$ cat src/include/bank_htu_params.svh
`ifndef BANK_HTU_PARAMS_SVH
`define BANK_HTU_PARAMS_SVH

// tag array geometry
`define BANK_HTU_SETS 8
`define BANK_HTU_WAYS 8
`define BANK_HTU_SET_W 3
`define BANK_HTU_WAY_W 3

// request address holds bits 31:4
`define BANK_HTU_ADDR_W 28
// tag is address bits 31:8
`define BANK_HTU_TAG_W 24

// request side ids
`define BANK_HTU_CH_ID_W 2
`define BANK_HTU_WBUF_ID_W 8

`endif

$ cat src/verilog/bank_htu_pkg.sv
`include "bank_htu_params.svh"

package bank_htu_pkg;

  typedef enum logic [1:0] {
    OP_READ  = 2'd0,
    OP_WRITE = 2'd1,
    OP_RSVD  = 2'd2,
    OP_INVAL = 2'd3
  } htu_opcode_e;

  // per half-line state, value 3 unused
  typedef enum logic [1:0] {
    ST_EMPTY = 2'd0,
    ST_CLEAN = 2'd1,
    ST_DIRTY = 2'd2
  } line_state_e;

  // crossbar request, addr[0] is address bit 4
  typedef struct packed {
    logic [`BANK_HTU_CH_ID_W-1:0]   ch_id;
    htu_opcode_e                    opcode;
    logic [`BANK_HTU_ADDR_W-1:0]    addr;
    logic [`BANK_HTU_WBUF_ID_W-1:0] wbuffer_id;
  } htu_req_t;

  typedef struct packed {
    logic [`BANK_HTU_CH_ID_W-1:0]   ch_id;
    htu_opcode_e                    opcode;
    logic [`BANK_HTU_SET_W-1:0]     set;
    logic [`BANK_HTU_TAG_W-1:0]     tag;
    logic                           offset;
    logic [`BANK_HTU_WBUF_ID_W-1:0] wbuffer_id;
  } htu_lookup_t;

  typedef struct packed {
    logic                       hit;
    logic [`BANK_HTU_WAY_W-1:0] way;
    logic                       evict;
    line_state_e                state0;
    line_state_e                state1;
  } set_result_t;

  typedef struct packed {
    logic [`BANK_HTU_CH_ID_W-1:0]   ch_id;
    logic                           write;
    logic                           evict;
    logic                           hit;
    logic                           linefill;
    logic [`BANK_HTU_SET_W-1:0]     set;
    logic [`BANK_HTU_WAY_W-1:0]     way;
    logic                           offset;
    logic [`BANK_HTU_WBUF_ID_W-1:0] wbuffer_id;
    line_state_e                    state0;
    line_state_e                    state1;
  } htu_rsp_t;

endpackage

$ cat src/verilog/bank_htu.sv
`include "bank_htu_params.svh"

module bank_htu (
  input  logic                   clk_i,
  input  logic                   rst_n_i,
  // crossbar side
  input  logic                   req_valid_i,
  output logic                   req_ready_o,
  input  bank_htu_pkg::htu_req_t req_i,
  // issue unit side
  output logic                   rsp_valid_o,
  input  logic                   rsp_ready_i,
  output bank_htu_pkg::htu_rsp_t rsp_o
);

  logic                      lookup_valid;
  bank_htu_pkg::htu_lookup_t lookup;
  logic [`BANK_HTU_SETS-1:0] set_sel;
  logic                      take;
  bank_htu_pkg::set_result_t set_results [`BANK_HTU_SETS];

  bank_htu_req_stage i_req_stage (
    .clk_i          (clk_i),
    .rst_n_i        (rst_n_i),
    .req_valid_i    (req_valid_i),
    .req_ready_o    (req_ready_o),
    .req_i          (req_i),
    .take_i         (take),
    .lookup_valid_o (lookup_valid),
    .lookup_o       (lookup),
    .set_sel_o      (set_sel)
  );

  //----------------------------------------------------------------------
  // tag array, one entry per set
  //----------------------------------------------------------------------
  for (genvar s = 0; s < `BANK_HTU_SETS; s++) begin : g_set
    bank_htu_set_entry i_set_entry (
      .clk_i    (clk_i),
      .rst_n_i  (rst_n_i),
      .sel_i    (set_sel[s]),
      .take_i   (take),
      .lookup_i (lookup),
      .result_o (set_results[s])
    );
  end

  bank_htu_resp_stage i_resp_stage (
    .clk_i          (clk_i),
    .rst_n_i        (rst_n_i),
    .lookup_valid_i (lookup_valid),
    .lookup_i       (lookup),
    .set_results_i  (set_results),
    .take_o         (take),
    .rsp_valid_o    (rsp_valid_o),
    .rsp_ready_i    (rsp_ready_i),
    .rsp_o          (rsp_o)
  );

endmodule

$ cat src/verilog/bank_htu_req_stage.sv
`include "bank_htu_params.svh"

module bank_htu_req_stage (
  input  logic                      clk_i,
  input  logic                      rst_n_i,
  input  logic                      req_valid_i,
  output logic                      req_ready_o,
  input  bank_htu_pkg::htu_req_t    req_i,
  input  logic                      take_i,
  output logic                      lookup_valid_o,
  output bank_htu_pkg::htu_lookup_t lookup_o,
  output logic [`BANK_HTU_SETS-1:0] set_sel_o
);

  logic                      valid_q;
  logic                      accept;
  bank_htu_pkg::htu_lookup_t lookup_d;
  bank_htu_pkg::htu_lookup_t lookup_q;

  // one slot, refilled in the same cycle it drains
  assign req_ready_o = ~valid_q | take_i;
  assign accept      = req_valid_i & req_ready_o;

  //----------------------------------------------------------------------
  // address split
  //----------------------------------------------------------------------
  always_comb begin
    lookup_d.ch_id      = req_i.ch_id;
    lookup_d.opcode     = req_i.opcode;
    lookup_d.offset     = req_i.addr[0];
    lookup_d.set        = req_i.addr[`BANK_HTU_SET_W:1];
    lookup_d.tag        = req_i.addr[`BANK_HTU_ADDR_W-1:`BANK_HTU_ADDR_W-`BANK_HTU_TAG_W];
    lookup_d.wbuffer_id = req_i.wbuffer_id;
  end

  always_ff @(posedge clk_i or negedge rst_n_i) begin
    if (!rst_n_i) begin
      valid_q <= 1'b0;
    end else if (accept) begin
      valid_q <= 1'b1;
    end else if (take_i) begin
      valid_q <= 1'b0;
    end
  end

  always_ff @(posedge clk_i) begin
    if (accept) begin
      lookup_q <= lookup_d;
    end
  end

  assign lookup_valid_o = valid_q;
  assign lookup_o       = lookup_q;

  // set select is left unqualified, take gates every commit
  assign set_sel_o = `BANK_HTU_SETS'(1) << lookup_q.set;

endmodule

$ cat src/verilog/bank_htu_resp_stage.sv
`include "bank_htu_params.svh"

module bank_htu_resp_stage (
  input  logic                      clk_i,
  input  logic                      rst_n_i,
  input  logic                      lookup_valid_i,
  input  bank_htu_pkg::htu_lookup_t lookup_i,
  input  bank_htu_pkg::set_result_t set_results_i [`BANK_HTU_SETS],
  output logic                      take_o,
  output logic                      rsp_valid_o,
  input  logic                      rsp_ready_i,
  output bank_htu_pkg::htu_rsp_t    rsp_o
);

  bank_htu_pkg::set_result_t sel_res;
  bank_htu_pkg::line_state_e acc_state;
  bank_htu_pkg::htu_rsp_t    rsp_d;
  bank_htu_pkg::htu_rsp_t    rsp_q;
  logic                      rsp_valid_q;
  logic                      is_read;

  // output slot free or draining this cycle
  assign take_o = lookup_valid_i & (~rsp_valid_q | rsp_ready_i);

  assign sel_res   = set_results_i[lookup_i.set];
  assign acc_state = lookup_i.offset ? sel_res.state1 : sel_res.state0;
  assign is_read   = lookup_i.opcode == bank_htu_pkg::OP_READ;

  //----------------------------------------------------------------------
  // response build
  //----------------------------------------------------------------------
  always_comb begin
    rsp_d.ch_id      = lookup_i.ch_id;
    rsp_d.write      = lookup_i.opcode == bank_htu_pkg::OP_WRITE;
    rsp_d.evict      = sel_res.evict;
    rsp_d.hit        = sel_res.hit;
    // miss, or hit on a half never filled
    rsp_d.linefill   = is_read & (~sel_res.hit | (acc_state == bank_htu_pkg::ST_EMPTY));
    rsp_d.set        = lookup_i.set;
    rsp_d.way        = sel_res.way;
    rsp_d.offset     = lookup_i.offset;
    rsp_d.wbuffer_id = lookup_i.wbuffer_id;
    rsp_d.state0     = sel_res.state0;
    rsp_d.state1     = sel_res.state1;
  end

  always_ff @(posedge clk_i or negedge rst_n_i) begin
    if (!rst_n_i) begin
      rsp_valid_q <= 1'b0;
    end else if (take_o) begin
      rsp_valid_q <= 1'b1;
    end else if (rsp_ready_i) begin
      rsp_valid_q <= 1'b0;
    end
  end

  always_ff @(posedge clk_i) begin
    if (take_o) begin
      rsp_q <= rsp_d;
    end
  end

  assign rsp_valid_o = rsp_valid_q;
  assign rsp_o       = rsp_q;

endmodule

$ cat src/verilog/bank_htu_set_entry.sv
`include "bank_htu_params.svh"

module bank_htu_set_entry (
  input  logic                      clk_i,
  input  logic                      rst_n_i,
  input  logic                      sel_i,
  input  logic                      take_i,
  input  bank_htu_pkg::htu_lookup_t lookup_i,
  output bank_htu_pkg::set_result_t result_o
);

  logic [`BANK_HTU_TAG_W-1:0] tag_q [`BANK_HTU_WAYS];
  logic [`BANK_HTU_WAYS-1:0]  valid_q;
  bank_htu_pkg::line_state_e  st0_q [`BANK_HTU_WAYS];
  bank_htu_pkg::line_state_e  st1_q [`BANK_HTU_WAYS];
  logic [`BANK_HTU_WAY_W-1:0] victim_q;

  logic [`BANK_HTU_WAYS-1:0]  hit_vec;
  logic                       hit;
  logic [`BANK_HTU_WAY_W-1:0] hit_way;
  logic [`BANK_HTU_WAY_W-1:0] way;
  logic                       is_read;
  logic                       is_write;
  logic                       is_inval;
  logic                       alloc;
  logic                       commit;
  bank_htu_pkg::line_state_e  cur0;
  bank_htu_pkg::line_state_e  cur1;
  bank_htu_pkg::line_state_e  nxt0;
  bank_htu_pkg::line_state_e  nxt1;
  logic                       nxt_valid;

  assign is_read  = lookup_i.opcode == bank_htu_pkg::OP_READ;
  assign is_write = lookup_i.opcode == bank_htu_pkg::OP_WRITE;
  assign is_inval = lookup_i.opcode == bank_htu_pkg::OP_INVAL;

  //----------------------------------------------------------------------
  // tag compare
  //----------------------------------------------------------------------
  always_comb begin
    hit_way = '0;
    for (int w = 0; w < `BANK_HTU_WAYS; w++) begin
      hit_vec[w] = valid_q[w] && (tag_q[w] == lookup_i.tag);
      if (hit_vec[w]) begin
        hit_way = `BANK_HTU_WAY_W'(w);
      end
    end
  end

  assign hit   = |hit_vec;
  // miss takes the round-robin victim
  assign way   = hit ? hit_way : victim_q;
  assign cur0  = st0_q[way];
  assign cur1  = st1_q[way];
  assign alloc = (is_read | is_write) & ~hit;

  always_comb begin
    result_o.hit    = hit;
    result_o.way    = way;
    result_o.evict  = alloc & valid_q[way] &
                      ((cur0 == bank_htu_pkg::ST_DIRTY) | (cur1 == bank_htu_pkg::ST_DIRTY));
    result_o.state0 = cur0;
    result_o.state1 = cur1;
  end

  //----------------------------------------------------------------------
  // state update
  //----------------------------------------------------------------------
  // invalidate miss and reserved opcode leave the set alone
  assign commit = sel_i & take_i & (is_read | is_write | (is_inval & hit));

  always_comb begin
    nxt0      = alloc ? bank_htu_pkg::ST_EMPTY : cur0;
    nxt1      = alloc ? bank_htu_pkg::ST_EMPTY : cur1;
    nxt_valid = valid_q[way] | alloc;
    if (is_inval) begin
      nxt0      = bank_htu_pkg::ST_EMPTY;
      nxt1      = bank_htu_pkg::ST_EMPTY;
      nxt_valid = 1'b0;
    end else if (is_write) begin
      if (lookup_i.offset) begin
        nxt1 = bank_htu_pkg::ST_DIRTY;
      end else begin
        nxt0 = bank_htu_pkg::ST_DIRTY;
      end
    end else if (is_read) begin
      // fill marks an empty half clean, dirty data stays dirty
      if (lookup_i.offset && nxt1 == bank_htu_pkg::ST_EMPTY) begin
        nxt1 = bank_htu_pkg::ST_CLEAN;
      end else if (!lookup_i.offset && nxt0 == bank_htu_pkg::ST_EMPTY) begin
        nxt0 = bank_htu_pkg::ST_CLEAN;
      end
    end
  end

  always_ff @(posedge clk_i or negedge rst_n_i) begin
    if (!rst_n_i) begin
      valid_q  <= '0;
      victim_q <= '0;
      for (int w = 0; w < `BANK_HTU_WAYS; w++) begin
        st0_q[w] <= bank_htu_pkg::ST_EMPTY;
        st1_q[w] <= bank_htu_pkg::ST_EMPTY;
      end
    end else if (commit) begin
      valid_q[way] <= nxt_valid;
      st0_q[way]   <= nxt0;
      st1_q[way]   <= nxt1;
      if (alloc) begin
        victim_q <= victim_q + `BANK_HTU_WAY_W'(1);
      end
    end
  end

  always_ff @(posedge clk_i) begin
    if (commit && alloc) begin
      tag_q[way] <= lookup_i.tag;
    end
  end

endmodule
$ cat config.mk
export PLATFORM = sky130hd
export DESIGN_NAME = bank_htu
export DESIGN_NICKNAME = d
export VERILOG_FILES = /design/src/verilog/bank_htu_pkg.sv /design/src/verilog/bank_htu.sv /design/src/verilog/bank_htu_req_stage.sv /design/src/verilog/bank_htu_resp_stage.sv /design/src/verilog/bank_htu_set_entry.sv
export VERILOG_INCLUDE_DIRS = /design/src /design/src/include
export SDC_FILE = /design/constraint.sdc
export NUM_CORES = 2
export LEC_CHECK = 0
export ABC_CLOCK_PERIOD_IN_PS = 5900
export BUFFER_PORTS_ARGS = -buffer_cell sky130_fd_sc_hd__buf_2
export CORE_AREA = 2 2 398 400
export DETAILED_ROUTE_END_ITERATION = 6
export DIE_AREA = 0 0 400 402
export PLACE_DENSITY = 0.78
export SYNTH_ARGS = -nofsm -noshare
export SYNTH_HDL_FRONTEND = slang
export SYNTH_SLANG_ARGS = --single-unit
$ cat constraint.sdc
create_clock -name clk_i -period 5.9 [get_ports clk_i]
set_input_delay 0.59 -clock clk_i [delete_from_list [all_inputs] [get_ports clk_i]]
set_output_delay 0.59 -clock clk_i [all_outputs]
set_load 0.005 [all_outputs]
==> summary.txt <==
Finished Core Util - 0.633
Area occupied by registers - 0.0567 mm^2
DRT Pass-1 Iters - 6
Status - complete, no violations
Grt total ovfl - 0
CP Max Fanout - 58
Num Clock Sinks - 1947
Residual DRC - 0
Hold path cells - 3
Post-Synth Simple-Gate Area - 0.0987
Sequential area share after synthesis - 0.638
Slew headroom - 0.223
Total Die Area - 0.161 mm^2
Initial antenna violation count - 2
Slew @ Worst Pin - 1.17 ns
Final WL - 230 mm
Crit Path Class - register to register
CP Capture Type - register
Filler instances - 11100
Worst Setup SP - i_req_stage.lookup_o[26]$_DFFE_PP_
DRT iter0 DRCs - 6977
Setup slack, reg-to-reg - 0.60 ns
CTS Buf Count - 191
Final worst slack - 0.602 ns
PortBufs - 70
HPWL after DPL - 144 mm
Worst r2r path cells - 15
Min-Delay Endpoint - i_req_stage.lookup_valid_o$_DFFE_PN0P_
Clock power share - 0.366
Final period util - 0.898
Fraction of registers with async set/reset - 0.178
Max frequency - 189 MHz
Unrepaired setup endpoints after global routing - no
CTS tree - built
Layout cells sized above 1 - 0.154
Clk Latency, worst-skew pair - 0.85 ns
Number of synthesized flops with an enable pin - 1601
Post-synthesis xor/xnor area fraction - 0.152
Maximum clock path buffer count - 3
Clk slew on worst S/H paths - 0.07 ns
Mux cell area share after synthesis - 0.0473
Die Y - 402 um
Gr usage total - 0.285
Min Tclk post-route - 5.30 ns
Largest net degree at the start of global routing - 152
Fin cells - 8772
Final nets - 6587
Synthesized area per cell - 14.4 um^2
Die X - 400 um
CTS resizes - 0
Max cap viols - 0
Core Area - 0.157 mm^2
WP data arrival - 6.07 ns
Max Slew Vio Count - 0
Synthesis-to-layout area growth - 11.9%
Post-Syn Instances - 6192
Num rows - 146
Combinational Power Share - 0.155
Critical Path RT - 6.67 ns
TNS Setup - 0 ns
# setup viols final - 0
Placed cells - 8372
Initial Util - 0.566
Largest family of logic cells by synthesized area - XOR/XNOR gates
Htree depth - 4
Min-Delay Path Class - input pin to register
Syn Nets - 6244
Pwr dens - 331 mW/mm^2
Pre-CTS setup slack - 0.744 ns
P_int - 0.0240 W
Worst r2r dst - g_set[1].i_set_entry.st0_q[9]$_DFFE_PN0P_
Total power - 0.0329 W
Final ANT Viol Nets - 0
CP Launch Type - register
Number of distinct library cells after synthesis - 115
Switching Share - 0.271
Clock skew - 0.0530 ns
Synth Flop Type - edfxtp_1
Hold Crit Start - rsp_ready_i
LEAKAGE - 34.2 nW
Vias - 54900
Yosys warning total - 0
Ports - 71
Clk root buf - clkbuf_16
Synth Area in Compound Gates - 0.0356
VDD IR-drop max - 0.320 mV
Number of global-route vias before repair - 54000
Multi-input logic area - 0.0298 mm^2
Drt via density - 6.26
Post-Synth Adder-Cell Area - 0.00113
Switching power - 0.00891 W
Wire per inst - 26.3 um
Final hold vios - 0
R2R Path Start - i_req_stage.lookup_o[26]$_DFFE_PP_
First-pass GRT wire length - 344 mm
Post-Syn Area - 0.0889 mm^2
Cts hold-fix bufs - 42
Sequential power share - 0.479
Global placement routability congestion - 0.963
# Post-CTS Setup Buffers - 0
Flops & latches, synth - 1947
[area by class of cell]
class	instances	share of cell area
flip-flops and latches	1947	0.571
well taps	2072	0.0261
clock buffers	251	0.0523
multi-input cells	3905	0.300
inverters	107	0.00404
diodes	1	0.0000252
clock inverters	106	0.00952
repair buffers	383	0.0374
[sequential cells by signal, indices dropped and copies added (netlist names)]
signal,count
i_req_stage.lookup_valid_o,1
i_resp_stage.rsp_valid_o,1
g_set.i_set_entry.victim_q,24
g_set.i_set_entry.st0_q,128
g_set.i_set_entry.st1_q,128
g_set.i_set_entry.tag_q,1536
i_resp_stage.rsp_o,25
i_req_stage.lookup_o,40
g_set.i_set_entry.valid_q,64
[cell families after synthesis]
kind of cell,count (synthesis)
flip-flops,1947
multiplexers,378
adder cells (fa/ha/maj),8
AND/OR/NAND/NOR,1556
buffers and inverters,340
AO/OA/AOI/OAI,425
XOR/XNOR,1538
[power groups by stage]
stage	registers, W	clock network, W	logic [W]
5_1_grt	0.0158	0.0127	0.00539
2_1_floorplan	0.0160	0	0.00322
6_report	0.0158	0.0120	0.00509
3_5_place_dp	0.0160	0	0.00493
4_1_cts	0.0158	0.0121	0.00499
3_3_place_gp	0.0160	0	0.00484
[synthesized netlist by cell type, types with 10 or more instances]
library cell | number | area, um^2
edfxtp_1 | 1601 | 48100
xnor2_1 | 905 | 7930
xor2_1 | 633 | 5540
nand4_1 | 357 | 2230
dfrtp_1 | 346 | 8660
mux2_2 | 297 | 3340
nand2_1 | 263 | 987
nor4_1 | 237 | 1480
nor2_1 | 183 | 687
inv_1 | 106 | 398
buf_6 | 102 | 1150
nor3_1 | 102 | 510
nand3_1 | 90 | 450
a21oi_1 | 86 | 430
mux2i_1 | 71 | 711
buf_4 | 68 | 510
nand2b_1 | 57 | 357
o21ai_0 | 45 | 225
nor4b_1 | 39 | 342
and3_1 | 36 | 225
and2_1 | 34 | 213
clkbuf_1 | 32 | 120
o22ai_1 | 25 | 156
or4_1 | 25 | 188
o221ai_1 | 24 | 210
or3_1 | 24 | 150
buf_2 | 21 | 105
a211oi_1 | 19 | 143
nor2b_1 | 19 | 119
and4_1 | 18 | 158
o21ai_1 | 18 | 90.1
a22oi_1 | 15 | 113
nand4b_1 | 14 | 123
o211ai_1 | 14 | 105
o22a_1 | 12 | 105
a31oi_1 | 11 | 68.8
o31ai_1 | 11 | 82.6
o21a_1 | 10 | 75.1
[critical path, cell delays in order (launching register included)]
cell and delay [ns]:
edfxtp_1 0.55, buf_12 0.51, buf_4 0.31, xnor2_1 0.15, nand4_1 0.13, nor4_2 0.43, o311ai_0 0.28, and3_1 0.29
o221ai_2 0.23, o21ai_4 0.24, mux2i_1 0.19, a22oi_1 0.21, o21ai_0 0.33, nor2b_1 0.20, a2bb2oi_1 0.78, mux2_2 0.31
[routing by layer]
metal,vias to the layer above,global-route usage,part of all wire
li1,23800,-,-
met1,27600,0.410,0.41
met2,2966,0.433,0.45
met3,519,0.0514,0.10
met4,0,0.108,0.040
met5,-,0,0
[placed cells by master, fill, tap and decap left out, types with 15 or more instances in the layout]
cell type | Yosys | routed
buf_12 | 2 | 72
nor2_1 | 183 | 142
clkinv_2 | 0 | 40
and4_1 | 18 | 18
clkbuf_1 | 32 | 46
a22oi_1 | 15 | 15
o22ai_1 | 25 | 25
buf_2 | 21 | 69
mux2i_1 | 71 | 71
o21ai_1 | 18 | 18
xnor2_1 | 905 | 905
xor2_1 | 633 | 633
nor3_1 | 102 | 102
nor2b_1 | 19 | 17
inv_1 | 106 | 106
clkbuf_16 | 0 | 196
dfrtp_1 | 346 | 346
nand2_1 | 263 | 263
nand2b_1 | 57 | 57
nand3_1 | 90 | 90
nand4_1 | 357 | 357
nor4b_1 | 39 | 39
and3_1 | 36 | 36
nor2_2 | 0 | 41
o21ai_0 | 45 | 45
and2_1 | 34 | 33
clkinv_1 | 1 | 35
o221ai_1 | 24 | 23
buf_4 | 68 | 199
a211oi_1 | 19 | 19
a21oi_1 | 86 | 86
or3_1 | 24 | 24
or4_1 | 25 | 25
edfxtp_1 | 1601 | 1601
dlygate4sd3_1 | 0 | 42
nor4_1 | 237 | 234
mux2_2 | 297 | 297
[stage by stage]
stage	hold WS, ns	cell area [um^2]
finish	0.0825	99400
global route	0.0972	99400
CTS	0.0375	99400
detailed placement	0.405	92900
global placement	0.404	92900
floorplan	0.294	88900
[how the worst max path moves through the flow]
stage / depth (start not counted) / slack, ns / end
after floorplan: 13 / -0.43 / g_set[0].i_set_entry.tag_q[6][0]$_DFFE_PP_
after global placement: 15 / 0.80 / i_resp_stage.rsp_o[19]$_DFFE_PP_
after detailed placement: 15 / 0.74 / g_set[1].i_set_entry.st0_q[15]$_DFFE_PN0P_
after CTS: 15 / 0.65 / g_set[1].i_set_entry.st0_q[3]$_DFFE_PN0P_
after global routing: 15 / 0.31 / g_set[4].i_set_entry.st0_q[10]$_DFFE_PN0P_
final: 15 / 0.60 / g_set[1].i_set_entry.st0_q[9]$_DFFE_PN0P_
Note: power is estimated with default switching activity, not from simulation.
